`config.mk`:
```
export PLATFORM = sky130hd
export DESIGN_NAME = fetch_unit
export DESIGN_NICKNAME = d
export VERILOG_FILES = /design/src/design/mem_pkg.sv /design/src/design/fetch_unit.sv
export SDC_FILE = /design/constraint.sdc
export NUM_CORES = 1
export LEC_CHECK = 0
export BUFFER_PORTS_ARGS = -buffer_cell sky130_fd_sc_hd__buf_2
export CAP_MARGIN = 40
export CELL_PAD_IN_SITES_DETAIL_PLACEMENT = 1
export CELL_PAD_IN_SITES_GLOBAL_PLACEMENT = 1
export CORE_MARGIN = 2
export CORE_UTILIZATION = 10
export DETAILED_ROUTE_END_ITERATION = 10
export PLACE_DENSITY_LB_ADDON = 0.12
export SLEW_MARGIN = 10
export SYNTH_ARGS = -nofsm -noshare
export SYNTH_HDL_FRONTEND = slang
export SYNTH_SLANG_ARGS = --single-unit
```
`constraint.sdc`:
```
create_clock -name vclk -period 0.94
set_input_delay 0.188 -clock vclk [all_inputs]
set_output_delay 0.188 -clock vclk [all_outputs]
set_load 0.05 [all_outputs]
```
`src/design/mem_pkg.sv`:
```
package mem_pkg;

    // ======================================================================
    // data widths
    // ======================================================================

    typedef logic [63:0] dword_t;    // memory row, store data, load result
    typedef logic [63:0] addr_t;     // byte address
    typedef logic [31:0] inst_t;     // one instruction word

    typedef logic [7:0]  byte_mask_t;  // one bit per byte lane
    typedef logic [2:0]  byte_off_t;   // byte within a doubleword

    // ======================================================================
    // access width codes
    // ======================================================================

    typedef logic [1:0] width_t;

    localparam width_t WDT_8  = 2'd0;  // byte
    localparam width_t WDT_16 = 2'd1;  // halfword
    localparam width_t WDT_32 = 2'd2;  // word
    localparam width_t WDT_64 = 2'd3;  // doubleword

endpackage

```
`src/design/fetch_unit.sv`:
```
module fetch_unit
    import mem_pkg::*;
#(
    parameter int DEPTH_LOG2 = 8
) (
    input  addr_t                 pc,
    input  dword_t                fetch_dword,
    output logic [DEPTH_LOG2-1:0] fetch_row,
    output inst_t                 inst,
    output logic                  inst_misaligned
);

    // doubleword index sits above the byte offset
    assign fetch_row = pc[DEPTH_LOG2+2:3];

    // pc[2] picks the half, low half first
    always_comb begin
        if (pc[2]) begin
            inst = fetch_dword[63:32];
        end else begin
            inst = fetch_dword[31:0];
        end
    end

    // no compressed support, just report it
    assign inst_misaligned = |pc[1:0];

endmodule

```
[Word-level counts from Yosys, hierarchy flattened]
Index checks and enable logic that the tools add are counted.
Widths: inputs -> output; s select.
Storage, ports and cells
  bits in registers: 0
  input bits: 128
  logic and storage cells: 2
Operators by class
  mux-type cells: 1
  reduce and logical (&&, ||, !) cells: 1
Operators with widths (count)
  $mux 32: 1
  $reduce_or 2->1: 1

[Depth between registers and ports, before layout]
  word-level depth: 1
  mapped depth: 3
  depth with buffers taken out: 1

[Worst setup path before layout]
No wires, ideal clock.
  path type: input -> output
  from: input pc[2]
  to: output inst[0]
  setup slack: -75 ps
  stages on the path: 3
  data required time: 752 ps
  buffers on the path: 2
  data arrival time: 827 ps
  cells stage by stage: buf_6 -> buf_12 -> mux2_4
Between the ends
  longest elaborated chain between the ends: 1
RTL lines
  from (decl): line fetch_unit.sv:6  | input addr_t pc,
  $mux 32: line fetch_unit.sv:18  | if (pc[2]) begin
  to (decl): line fetch_unit.sv:9  | output inst_t inst,
Every way passes these cells.

[Final worst setup path]
  from: input pc[2]
  to: output inst[27]
Same word-level chain as after synthesis.

==> results.md <==
* Status: finished with violations
* Violated checks: negative setup slack
* I/O Pins at 169
* Comb pwr share at 100.0%
* Post-Syn Area at 610.6 um^2
* Max stage delay on crit path at 0.30 ns
* Yosys warning total at 0
* Lkg Pwr at 0.7985 nW
* Hold slack final at 0.3760 ns
* Avg Cell Area, Syn at 13.57 um^2
* DRT Pass-1 Iters at 3
* Routability cong. at 0.6222
* Layout cells sized above 1 at 100.0%
* CP startpoint kind: primary input
* CP Data Arrival Time at 0.93 ns
* Post-synth top area cell: mux2_4
* Worst Setup End Kind: output pin
* Rel. slew slack at 92.53%
* Synth top area share at 73.77%
* FMAX at 891.7 MHz
* Sequential area share after synthesis at 0%
* Cell area after layout at 1448 um^2
* # nets final at 269
* Core area at 5921 um^2
* Min Tclk post-route at 1.121 ns
* VDD IR max at 0.2692 mV
* Antenna diodes at 0
* Cts hold-fix bufs at 0
* Initial antenna violation count at 0
* Most Used Layer, Global Route: met2
* Final Hold Fails at 0
* Path category of the worst min-delay check: primary input to output pin
* Pwr Density at 769.4 nW/um^2
* Initial core utilization at 10.31%
* Final WS setup at -0.1815 ns
* Pint at 0.0005351 W
* Mapped Cells at 45
* M1 GR Usage at 6.948%
* First-pass GRT wire length at 3864 um
* Final setup vio count at 32
* Clock network fraction of design power at 0%
* Syn_nets at 173
* Port buffer count at 100
* Total grt overflow at 0
* RSZ-0062 raised after global routing: yes
* Sw frac at 51.96%
* Layout clock buffers at 0
* Grt met2 use at 15.69%
* Slowest-stage cell, CP: mux2_4
* Fillers at 691
* Worst slew pin tran at 0.1123 ns
* Max FO, Critical Path at 8
* Wirelength per Cell at 11.87 um
* Met3 Use GR at 1.957%
* Final core occ at 24.45%
* Setup CP Type: primary input to output pin
* Total Wirelength at 2540 um
* Seq_cells at 0
* Cell mode on critical path: buf_16
* Worst path required time at 0.75 ns
* Vias per inst at 3.537
* DRT iter0 DRCs at 4
* Setup slack at placement at -0.3420 ns
* Multi-input logic area at 483.0 um^2
* Period Utilization, post-route at 119.3%
* Seq. cell area at 0 um^2
* Launch point of the worst hold path: pc[4]
* Detail Route Antenna Nets at 0
* Max Cap Viol at 0
* Number of global-route vias before repair at 852
* Fin. max-slew vios at 0
* Die span in y at 82.14 um
* Critical path, cell by cell: buf_16 -> buf_16 -> mux2_4 -> buf_6
* Die W at 82.14 um
* DP Area at 1114 um^2
* Switching power at 0.0005787 W
* Worst hold path cell count at 0
* WHS Endpoint: fetch_row[1]
* Global Route Usage Sum at 7.279%
* DRC viols at 0
* Pin count of the biggest net entering global routing at 9
* Distinct cells, synth at 6
* Sequential Power Share at 0%
* # rows at 28
* Dominant cells by area after synthesis: mux2_4 74%, buf_12 9.8%, buf_4 9.8%
* Die Footprint at 6747 um^2
* Synthesis-to-finish area growth at 137.1%
* Detailed-route via count at 757
## power groups by stage
| stage | combinational [W] | sequential, W | clock [W] |
|---|---|---|---|
| after floorplan | 0.000759 | 0 | 0 |
| after global placement | 0.000879 | 0 | 0 |
| after detailed placement | 0.000888 | 0 | 0 |
| after CTS | 0.00112 | 0 | 0 |
| after global routing | 0.00117 | 0 | 0 |
| final | 0.00111 | 0 | 0 |
## cells in the final DEF (no fill, tap or decap), drive strengths merged
cell type and instances:
buf 106, mux2 32, or2 1
## how the worst max path moves through the flow
stage / startpoint / to / cells past startpoint
2_1_floorplan: pc[2] / inst[0] / 3
3_3_place_gp: pc[2] / inst[20] / 4
3_5_place_dp: pc[2] / inst[0] / 4
4_1_cts: pc[2] / inst[26] / 4
5_1_grt: pc[2] / inst[27] / 4
6_report: pc[2] / inst[27] / 4
## what timing repair did
action                                  in CTS  in global routing
endpoints found under the setup margin      33                 33
pin swaps                                    0                  0
setup buffers                                1                  0
gates cloned                                 3                  0
resized for setup                           76                  2
## per-layer routing
layer,share of wire (%),up-vias
li1,-,346
met1,30,345
met2,55,62
met3,14,4
met4,0.35,0
met5,0,-
## kinds of logic after synthesis
family / count (synthesis) / share of synthesized area (%)
buffers and inverters: 12 / 21.52
AND/OR/NAND/NOR: 1 / 1.025
multiplexers: 32 / 77.46
## layout make-up
class | count | area share (%)
multi-input cells | 33 | 33.36
repair buffers | 106 | 60.16
well taps | 75 | 6.482
## through the flow
step                instances  setup TNS, ns  total power (W)
floorplan                  45         -2.042        0.0007588
global placement          210         -9.610        0.0008794
detailed placement        210         -10.09        0.0008877
CTS                       214         -5.492         0.001121
global route              214         -5.854         0.001168
finish                    214         -5.293         0.001114
## worst max-delay path, delay by kind of cell
kind                   cells  cell delay [ns]
buffers and inverters      3             0.43
muxes                      1             0.30
## synthesized netlist by cell type, drive strengths merged
| library cell | count |
|---|---|
| or2 | 1 |
| mux2 | 32 |
| buf | 12 |
Note: power is estimated with default switching activity, not from simulation.
