$ cat config.mk
export PLATFORM = sky130hd
export DESIGN_NAME = data_unit_flat
export DESIGN_NICKNAME = d
export VERILOG_FILES = /design/src/design/mem_pkg.sv /design/src/design/data_port_if.sv /design/src/design/data_unit.sv /design/src/flat_wrapper.sv
export SDC_FILE = /design/constraint.sdc
export NUM_CORES = 1
export LEC_CHECK = 0
export BUFFER_PORTS_ARGS = -buffer_cell sky130_fd_sc_hd__buf_2
export CAP_MARGIN = 30
export CORE_AREA = 2 2 158 160
export DETAILED_ROUTE_END_ITERATION = 10
export DIE_AREA = 0 0 160 162
export GPL_TIMING_DRIVEN = 0
export PLACE_DENSITY = 0.42
export SYNTH_ARGS = -nofsm -noshare
export SYNTH_HDL_FRONTEND = slang
export SYNTH_SLANG_ARGS = --single-unit
$ cat constraint.sdc
create_clock -name clk -period 1.7 [get_ports clk]
set_clock_uncertainty 0.05 [all_clocks]
set_input_delay 0.085 -clock clk [delete_from_list [all_inputs] [get_ports clk]]
set_output_delay 0.085 -clock clk [all_outputs]
set_load 0.01 [all_outputs]
$ cat src/design/mem_pkg.sv
package mem_pkg;

    // ======================================================================
    // data widths
    // ======================================================================

    typedef logic [63:0] dword_t;    // memory row, store data, load result
    typedef logic [63:0] addr_t;     // byte address
    typedef logic [31:0] inst_t;     // one instruction word

    typedef logic [7:0]  byte_mask_t;  // one bit per byte lane
    typedef logic [2:0]  byte_off_t;   // byte within a doubleword

    // ======================================================================
    // access width codes
    // ======================================================================

    typedef logic [1:0] width_t;

    localparam width_t WDT_8  = 2'd0;  // byte
    localparam width_t WDT_16 = 2'd1;  // halfword
    localparam width_t WDT_32 = 2'd2;  // word
    localparam width_t WDT_64 = 2'd3;  // doubleword

endpackage

$ cat src/design/data_port_if.sv
interface data_port_if
    import mem_pkg::*;
#(
    parameter int DEPTH_LOG2 = 8
) ();

    logic [DEPTH_LOG2-1:0] row;    // doubleword index
    logic                  ren;
    logic                  wen;
    byte_mask_t            wmask;
    dword_t                wdata;  // already placed in lanes
    dword_t                rdata;  // full row, registered in the memory

    modport requester (
        output row,
        output ren,
        output wen,
        output wmask,
        output wdata,
        input  rdata
    );

    modport memory (
        input  row,
        input  ren,
        input  wen,
        input  wmask,
        input  wdata,
        output rdata
    );

endinterface

$ cat src/design/data_unit.sv
module data_unit
    import mem_pkg::*;
#(
    parameter int DEPTH_LOG2 = 8
) (
    input  logic                  clk,
    input  logic                  reset,
    input  addr_t                 mem_raddr,
    input  logic                  mem_ren,
    input  addr_t                 waddr,
    input  dword_t                mem_wdata,
    input  logic                  mem_wen,
    input  width_t                width,
    data_port_if.requester        dport,
    output dword_t                mem_rdata
);

    // round the offset down to the access size
    function automatic byte_off_t align_off(input byte_off_t off, input width_t w);
        byte_off_t keep;
        case (w)
            WDT_8:   keep = 3'b111;
            WDT_16:  keep = 3'b110;
            WDT_32:  keep = 3'b100;
            default: keep = 3'b000;
        endcase
        return off & keep;
    endfunction

    // ======================================================================
    // store side
    // ======================================================================

    byte_off_t  st_off;
    byte_mask_t st_base_mask;
    dword_t     st_lanes;

    assign st_off = align_off(waddr[2:0], width);

    always_comb begin
        case (width)
            WDT_8: begin
                st_base_mask = 8'h01;
                st_lanes     = {8{mem_wdata[7:0]}};
            end
            WDT_16: begin
                st_base_mask = 8'h03;
                st_lanes     = {4{mem_wdata[15:0]}};
            end
            WDT_32: begin
                st_base_mask = 8'h0f;
                st_lanes     = {2{mem_wdata[31:0]}};
            end
            default: begin
                st_base_mask = 8'hff;
                st_lanes     = mem_wdata;
            end
        endcase
    end

    assign dport.wen   = mem_wen;
    assign dport.wmask = st_base_mask << st_off;
    assign dport.wdata = st_lanes;  // every lane carries the data, mask picks

    // one row shared by both sides, load wins
    always_comb begin
        if (mem_ren) begin
            dport.row = mem_raddr[DEPTH_LOG2+2:3];
        end else begin
            dport.row = waddr[DEPTH_LOG2+2:3];
        end
    end

    // ======================================================================
    // load side
    // ======================================================================

    byte_off_t ld_off_q;
    width_t    ld_width_q;
    logic      ld_seen_q;   // set once the first load is issued
    dword_t    ld_shifted;
    dword_t    ld_field;

    assign dport.ren = mem_ren;

    always_ff @(posedge clk) begin
        if (reset) begin
            ld_off_q   <= '0;
            ld_width_q <= WDT_8;
            ld_seen_q  <= 1'b0;
        end else if (mem_ren) begin
            ld_off_q   <= align_off(mem_raddr[2:0], width);
            ld_width_q <= width;
            ld_seen_q  <= 1'b1;
        end
    end

    // bring the field down to bit 0
    assign ld_shifted = dport.rdata >> {ld_off_q, 3'b000};

    // zero extend, no signed loads here
    always_comb begin
        case (ld_width_q)
            WDT_8:   ld_field = {56'b0, ld_shifted[7:0]};
            WDT_16:  ld_field = {48'b0, ld_shifted[15:0]};
            WDT_32:  ld_field = {32'b0, ld_shifted[31:0]};
            default: ld_field = ld_shifted;
        endcase
    end

    // row data and capture both hold between loads
    assign mem_rdata = ld_seen_q ? ld_field : '0;

endmodule

$ cat src/flat_wrapper.sv
// flat-port wrapper written by rule: the top's interface ports become plain ports
module data_unit_flat import mem_pkg::*;
#(
    parameter int DEPTH_LOG2 = 8
)
  (clk, reset, mem_raddr, mem_ren, waddr, mem_wdata, mem_wen, width, mem_rdata, dport_row, dport_ren, dport_wen, dport_wmask, dport_wdata, dport_rdata);
  data_port_if #(.DEPTH_LOG2(DEPTH_LOG2)) dport_i ();
  input  logic clk;
  input  logic reset;
  input  addr_t mem_raddr;
  input  logic mem_ren;
  input  addr_t waddr;
  input  dword_t mem_wdata;
  input  logic mem_wen;
  input  width_t width;
  output dword_t mem_rdata;
  output wire logic [$bits(dport_i.row)-1:0] dport_row;
  output wire logic [$bits(dport_i.ren)-1:0] dport_ren;
  output wire logic [$bits(dport_i.wen)-1:0] dport_wen;
  output wire logic [$bits(dport_i.wmask)-1:0] dport_wmask;
  output wire logic [$bits(dport_i.wdata)-1:0] dport_wdata;
  input wire logic [$bits(dport_i.rdata)-1:0] dport_rdata;
  assign dport_row = dport_i.row;
  assign dport_ren = dport_i.ren;
  assign dport_wen = dport_i.wen;
  assign dport_wmask = dport_i.wmask;
  assign dport_wdata = dport_i.wdata;
  assign dport_i.rdata = dport_rdata;
  data_unit #(.DEPTH_LOG2(DEPTH_LOG2)) u_core (.clk(clk), .reset(reset), .mem_raddr(mem_raddr), .mem_ren(mem_ren), .waddr(waddr), .mem_wdata(mem_wdata), .mem_wen(mem_wen), .width(width), .dport(dport_i), .mem_rdata(mem_rdata));
endmodule
### Yosys cells after proc, flatten, opt, wreduce, memory -nomap -nowiden

Index checks and enable logic that the tools add are counted.

| word-level totals | value |
|---|---|
| bits in registers | 6 |
| output and inout port bits | 146 |

| operators by class | value |
|---|---|
| equality and inequality tests | 4 |
| shifts and indexed selects | 2 |
| mux-type cells | 8 |
| bitwise gates (word level) | 2 |
| reductions and logical operators | 2 |

Operators by type and width:

| cell | number |
|---|---|
| $pmux W64 S3 | 2 |
| $mux W64 | 1 |
| $shr A64 B6 Y64 | 1 |
| $pmux W8 S3 | 1 |
| $pmux W3 S3 | 1 |
| $mux W8 | 1 |
| $shl A8 B3 Y8 | 1 |
| $and A3 B3 Y3 | 2 |
| $mux W3 | 2 |
| $eq A2 B1 Y1 const B | 2 |
| $eq A2 B2 Y1 const B | 2 |
| $logic_not A2 Y1 | 2 |

### Longest topological paths before layout

| logic depth | value |
|---|---|
| depth after elaboration | 5 |
| gate-level depth with buffers | 6 |
| gate-level depth less buffers | 3 |

### Least setup slack after synthesis

No wires, ideal clock.

| timing path | value |
|---|---|
| kind | register to output |
| start point | reg u_core.ld_off_q[1] |
| end point | out mem_rdata[8] |
| arrival | 1.334 ns |
| required time | 1.565 ns |
| slack | 0.231 ns |
| stages on the path, launching flop included | 6 |
| cells stage by stage | dfxtp_1 buf_4 buf_4 nand2b_1 a221o_1 a211oi_1 |

| between the ends | value |
|---|---|
| cells in the longest elaborated chain, start to end | 3 |

Ends and longest elaborated chain:

| what | line | source |
|---|---|---|
| from (decl) | data_unit.sv:78 | `byte_off_t ld_off_q;` |
| from (signal assigned) | data_unit.sv:92 | `ld_off_q <= align_off(mem_raddr[2:0], width);` |
| $shr A64 B6 Y64 | data_unit.sv:99 | `assign ld_shifted = dport.rdata >> {ld_off_q, 3'b000};` |
| $pmux W64 S3 | data_unit.sv:103 | `case (ld_width_q)` |
| $mux W64 | data_unit.sv:112 | `assign mem_rdata = ld_seen_q ? ld_field : '0;` |
| to (decl) | flat_wrapper.sv:16 | `output dword_t mem_rdata;` |

Every way passes these cells.

### Worst setup path in the final report

| timing path | value |
|---|---|
| start point | reg u_core.ld_off_q[1] |
| end point | out mem_rdata[5] |

Same word-level chain as after synthesis.

==> flow_summary.toml <==
[critical_path]
r2r_slack_ns = 0.58
cp.required_ns = 1.56
crit_start = "u_core.ld_off_q[1]"
crit_family = "buffers and inverters"
slowest_delay_ns = 0.40
cp.depth = 7
crit_fanout = 6
path_buf_inv = 4
r2r_end = "u_core.ld_off_q[1]"
crit_type = "register to output pin"
crit_slowest_cell = "dfxtp_4"
reg2reg_from = "u_core.ld_off_q[1]"
worstPathArrival_ns = 1.70
path_cells = "buf_6 > buf_12 > clkbuf_16 > mux2i_1 > a22oi_1 > and3_1 > buf_2"
endpoint_kind = "output pin"
ff2ff_path_depth = 5
cp-start-kind = "register"

[sta]
rsz0062_at_grt = "yes"
hold_viol_final = 0
holdWs_ns = 0.05016
max_freq_mhz = 544.6
period_minus_slack_ns = 1.836
setup_viol = 55
slew_viol_final = 0
timing.slew.headroom_pct = 60.97
tightest_slew_ns = 0.5854
min_period_over_period_pct = 108.0
setup_ws_ns = -0.1362

[floorplan]
ioPinCount = 408
rows = 57
coreArea_sq_um = 24110
die_w_microns = 160
dieArea_sq_um = 25920
die_y_microns = 162
initial_core_util_pct = 13.89

[synthesis]
synthTopCellsByArea = "mux2i_1 21%, mux2_2 14%, a21oi_1 6.6%, a211oi_1 5.4%, nor2b_1 5.0%"
synth_ff_type = "dfxtp_1"
seq_area_frac_synth_pct = 3.587
yosys.area.top_type_share_pct = 20.63
ys.warnings.count = 0
syn_nets = 704
synth_area_sq_um = 3348
yosysMostFrequentCell = "mux2i_1"
yosys.area.top_type = "mux2i_1"
synth_edf_count = 0
avgSynthCellArea_sq_um = 7.575
synthArstFlopShare_pct = 0
synth.top_cells.by_count = "69 x mux2i_1, 44 x a21oi_1, 43 x mux2_2, 37 x nor2_1, 27 x nor2b_1"
synth-seq-cells = 6
netlist-cell-type-count = 40
netlist_instances = 442

[worst_hold_path]
hold_end = "u_core.ld_off_q[1]"
hp-start = "reset"
min_path_type = "input pin to register"
hold_depth = 2

[final_layout]
layout.nets = 1047
finalNonFillerCells = 1107
drive_gt1_share_pct = 71.39
area_growth_pct = 108.3
diodes = 0
final_area_sq_um = 6974
nFillCells = 2692

[grt]
grt_max_degree = 11
grt.overflow.total = 0
grt_pass1_wl_microns = 32930
grt_pass1_vias = 5195
track_usage_pct = 16.85
antenna_found_initial = 3

[detailed_routing]
drtIter0Drc = 199
vias = 5091
dr.pass1.iters = 5
drc = 0
wl_microns = 23480
routedWlPerCell_microns = 21.21
detail-route-antenna-nets = 0
via_per_inst = 4.599

[cts]
cts_sinks = 6
cts_buffers = 3
cts_hold_buf = 0
clk_path_buf_depth = 2
cts_tree = "built"
path_clk_slew_ns = 0.03
htree_levels = 1
clkLatencyLatePin_ns = 0.23
cts-root-buf = "clkbuf_16"

[placement]
gp_congestion = 0.8042
hpwl_microns = 18190
dp.cells = 1064
io_buffers = 298
place_area_sq_um = 5245

[power_and_ir_drop]
p_leak_nw = 3.187
peakVddDrop_v = 0.0001894
powerDensity_nw_per_um2 = 302.4

[flow_run]
maxCapViolations = 0

[outcome]
status = "finished, violations left"
violations = "setup timing"
-- worst register-to-register path, stage by stage (launching register included) --
cell and delay, ns:
dfxtp_4 0.40, buf_12 0.15, buf_12 0.11, buf_4 0.16, nand2b_1 0.07, a21oi_1 0.11
-- sequential cells by signal, summed over array words and instances, names as in the netlist --
name	flops
u_core.ld_width_q	2
u_core.ld_seen_q	1
u_core.ld_off_q	3
-- through the flow --
stage	util, %	power [mW]	TNS (ns)	setup WS (ns)
floorplan	-	0.8112	0	0.2310
global placement	21.76	1.416	-10.39	-0.7127
detailed placement	21.76	1.413	-10.28	-0.6731
CTS	25.33	1.941	-5.816	-0.1543
global route	28.93	2.237	-6.373	-0.1753
finish	28.93	2.109	-3.759	-0.1362
-- power breakdown --
group	internal (mW)	total, mW	switching (mW)
Sequential	0.148	0.161	0.0129
Combinational	0.760	1.57	0.811
Clock	0.301	0.377	0.0754
Total	1.21	2.11	0.899
-- logic make-up (layout without fill, tap and decap cells) --
logic type / count (synthesis) / in the layout / synth area share (%)
compound gates: 117 / 117 / 23.47
buf+inv: 62 / 403 / 11.10
flops: 6 / 6 / 3.588
mux: 119 / 119 / 39.91
simple gates: 138 / 138 / 21.94
-- cell usage in the layout, fill, tap and decap left out, types with 14 or more instances in the layout --
cell type,netlist,routed
mux2i_4,0,19
mux2_2,43,35
mux2i_1,69,41
buf_4,18,33
buf_12,0,18
a21oi_1,44,43
nand2_1,26,20
nor2b_1,27,17
buf_6,6,36
nor2_1,37,24
a211oi_2,0,14
buf_2,21,284
-- worst max path at each step --
stage                               end
after floorplan            mem_rdata[8]
after global placement    mem_rdata[20]
after detailed placement  mem_rdata[20]
after CTS                  mem_rdata[9]
after global routing      mem_rdata[12]
final                      mem_rdata[5]
-- repair_timing --
item,in CTS,in global routing
pin swaps,21,46
gates resized for setup,133,149
gates cloned,4,6
setup endpoints to repair,67,64
setup buffers,23,11
-- area by class of cell --
type / count / area, sq um / area share [%]
repair buffers: 340 / 2182 / 31.29
multi-input cells: 374 / 3583 / 51.38
flip-flops and latches: 6 / 135.1 / 1.938
clock buffers: 3 / 75.07 / 1.076
inverters: 11 / 41.29 / 0.5920
plain buffers: 49 / 551.8 / 7.912
well taps: 324 / 405.4 / 5.813
-- per-layer routing --
layer | up-vias | part of all wire (%) | GRT usage [%]
li1 | 2326 | - | -
met1 | 2386 | 36 | 17.95
met2 | 327 | 54 | 34.08
met3 | 48 | 8.0 | 3.473
met4 | 4 | 2.6 | 3.153
met5 | - | 0.12 | 0
Note: power is estimated with default switching activity, not from simulation.
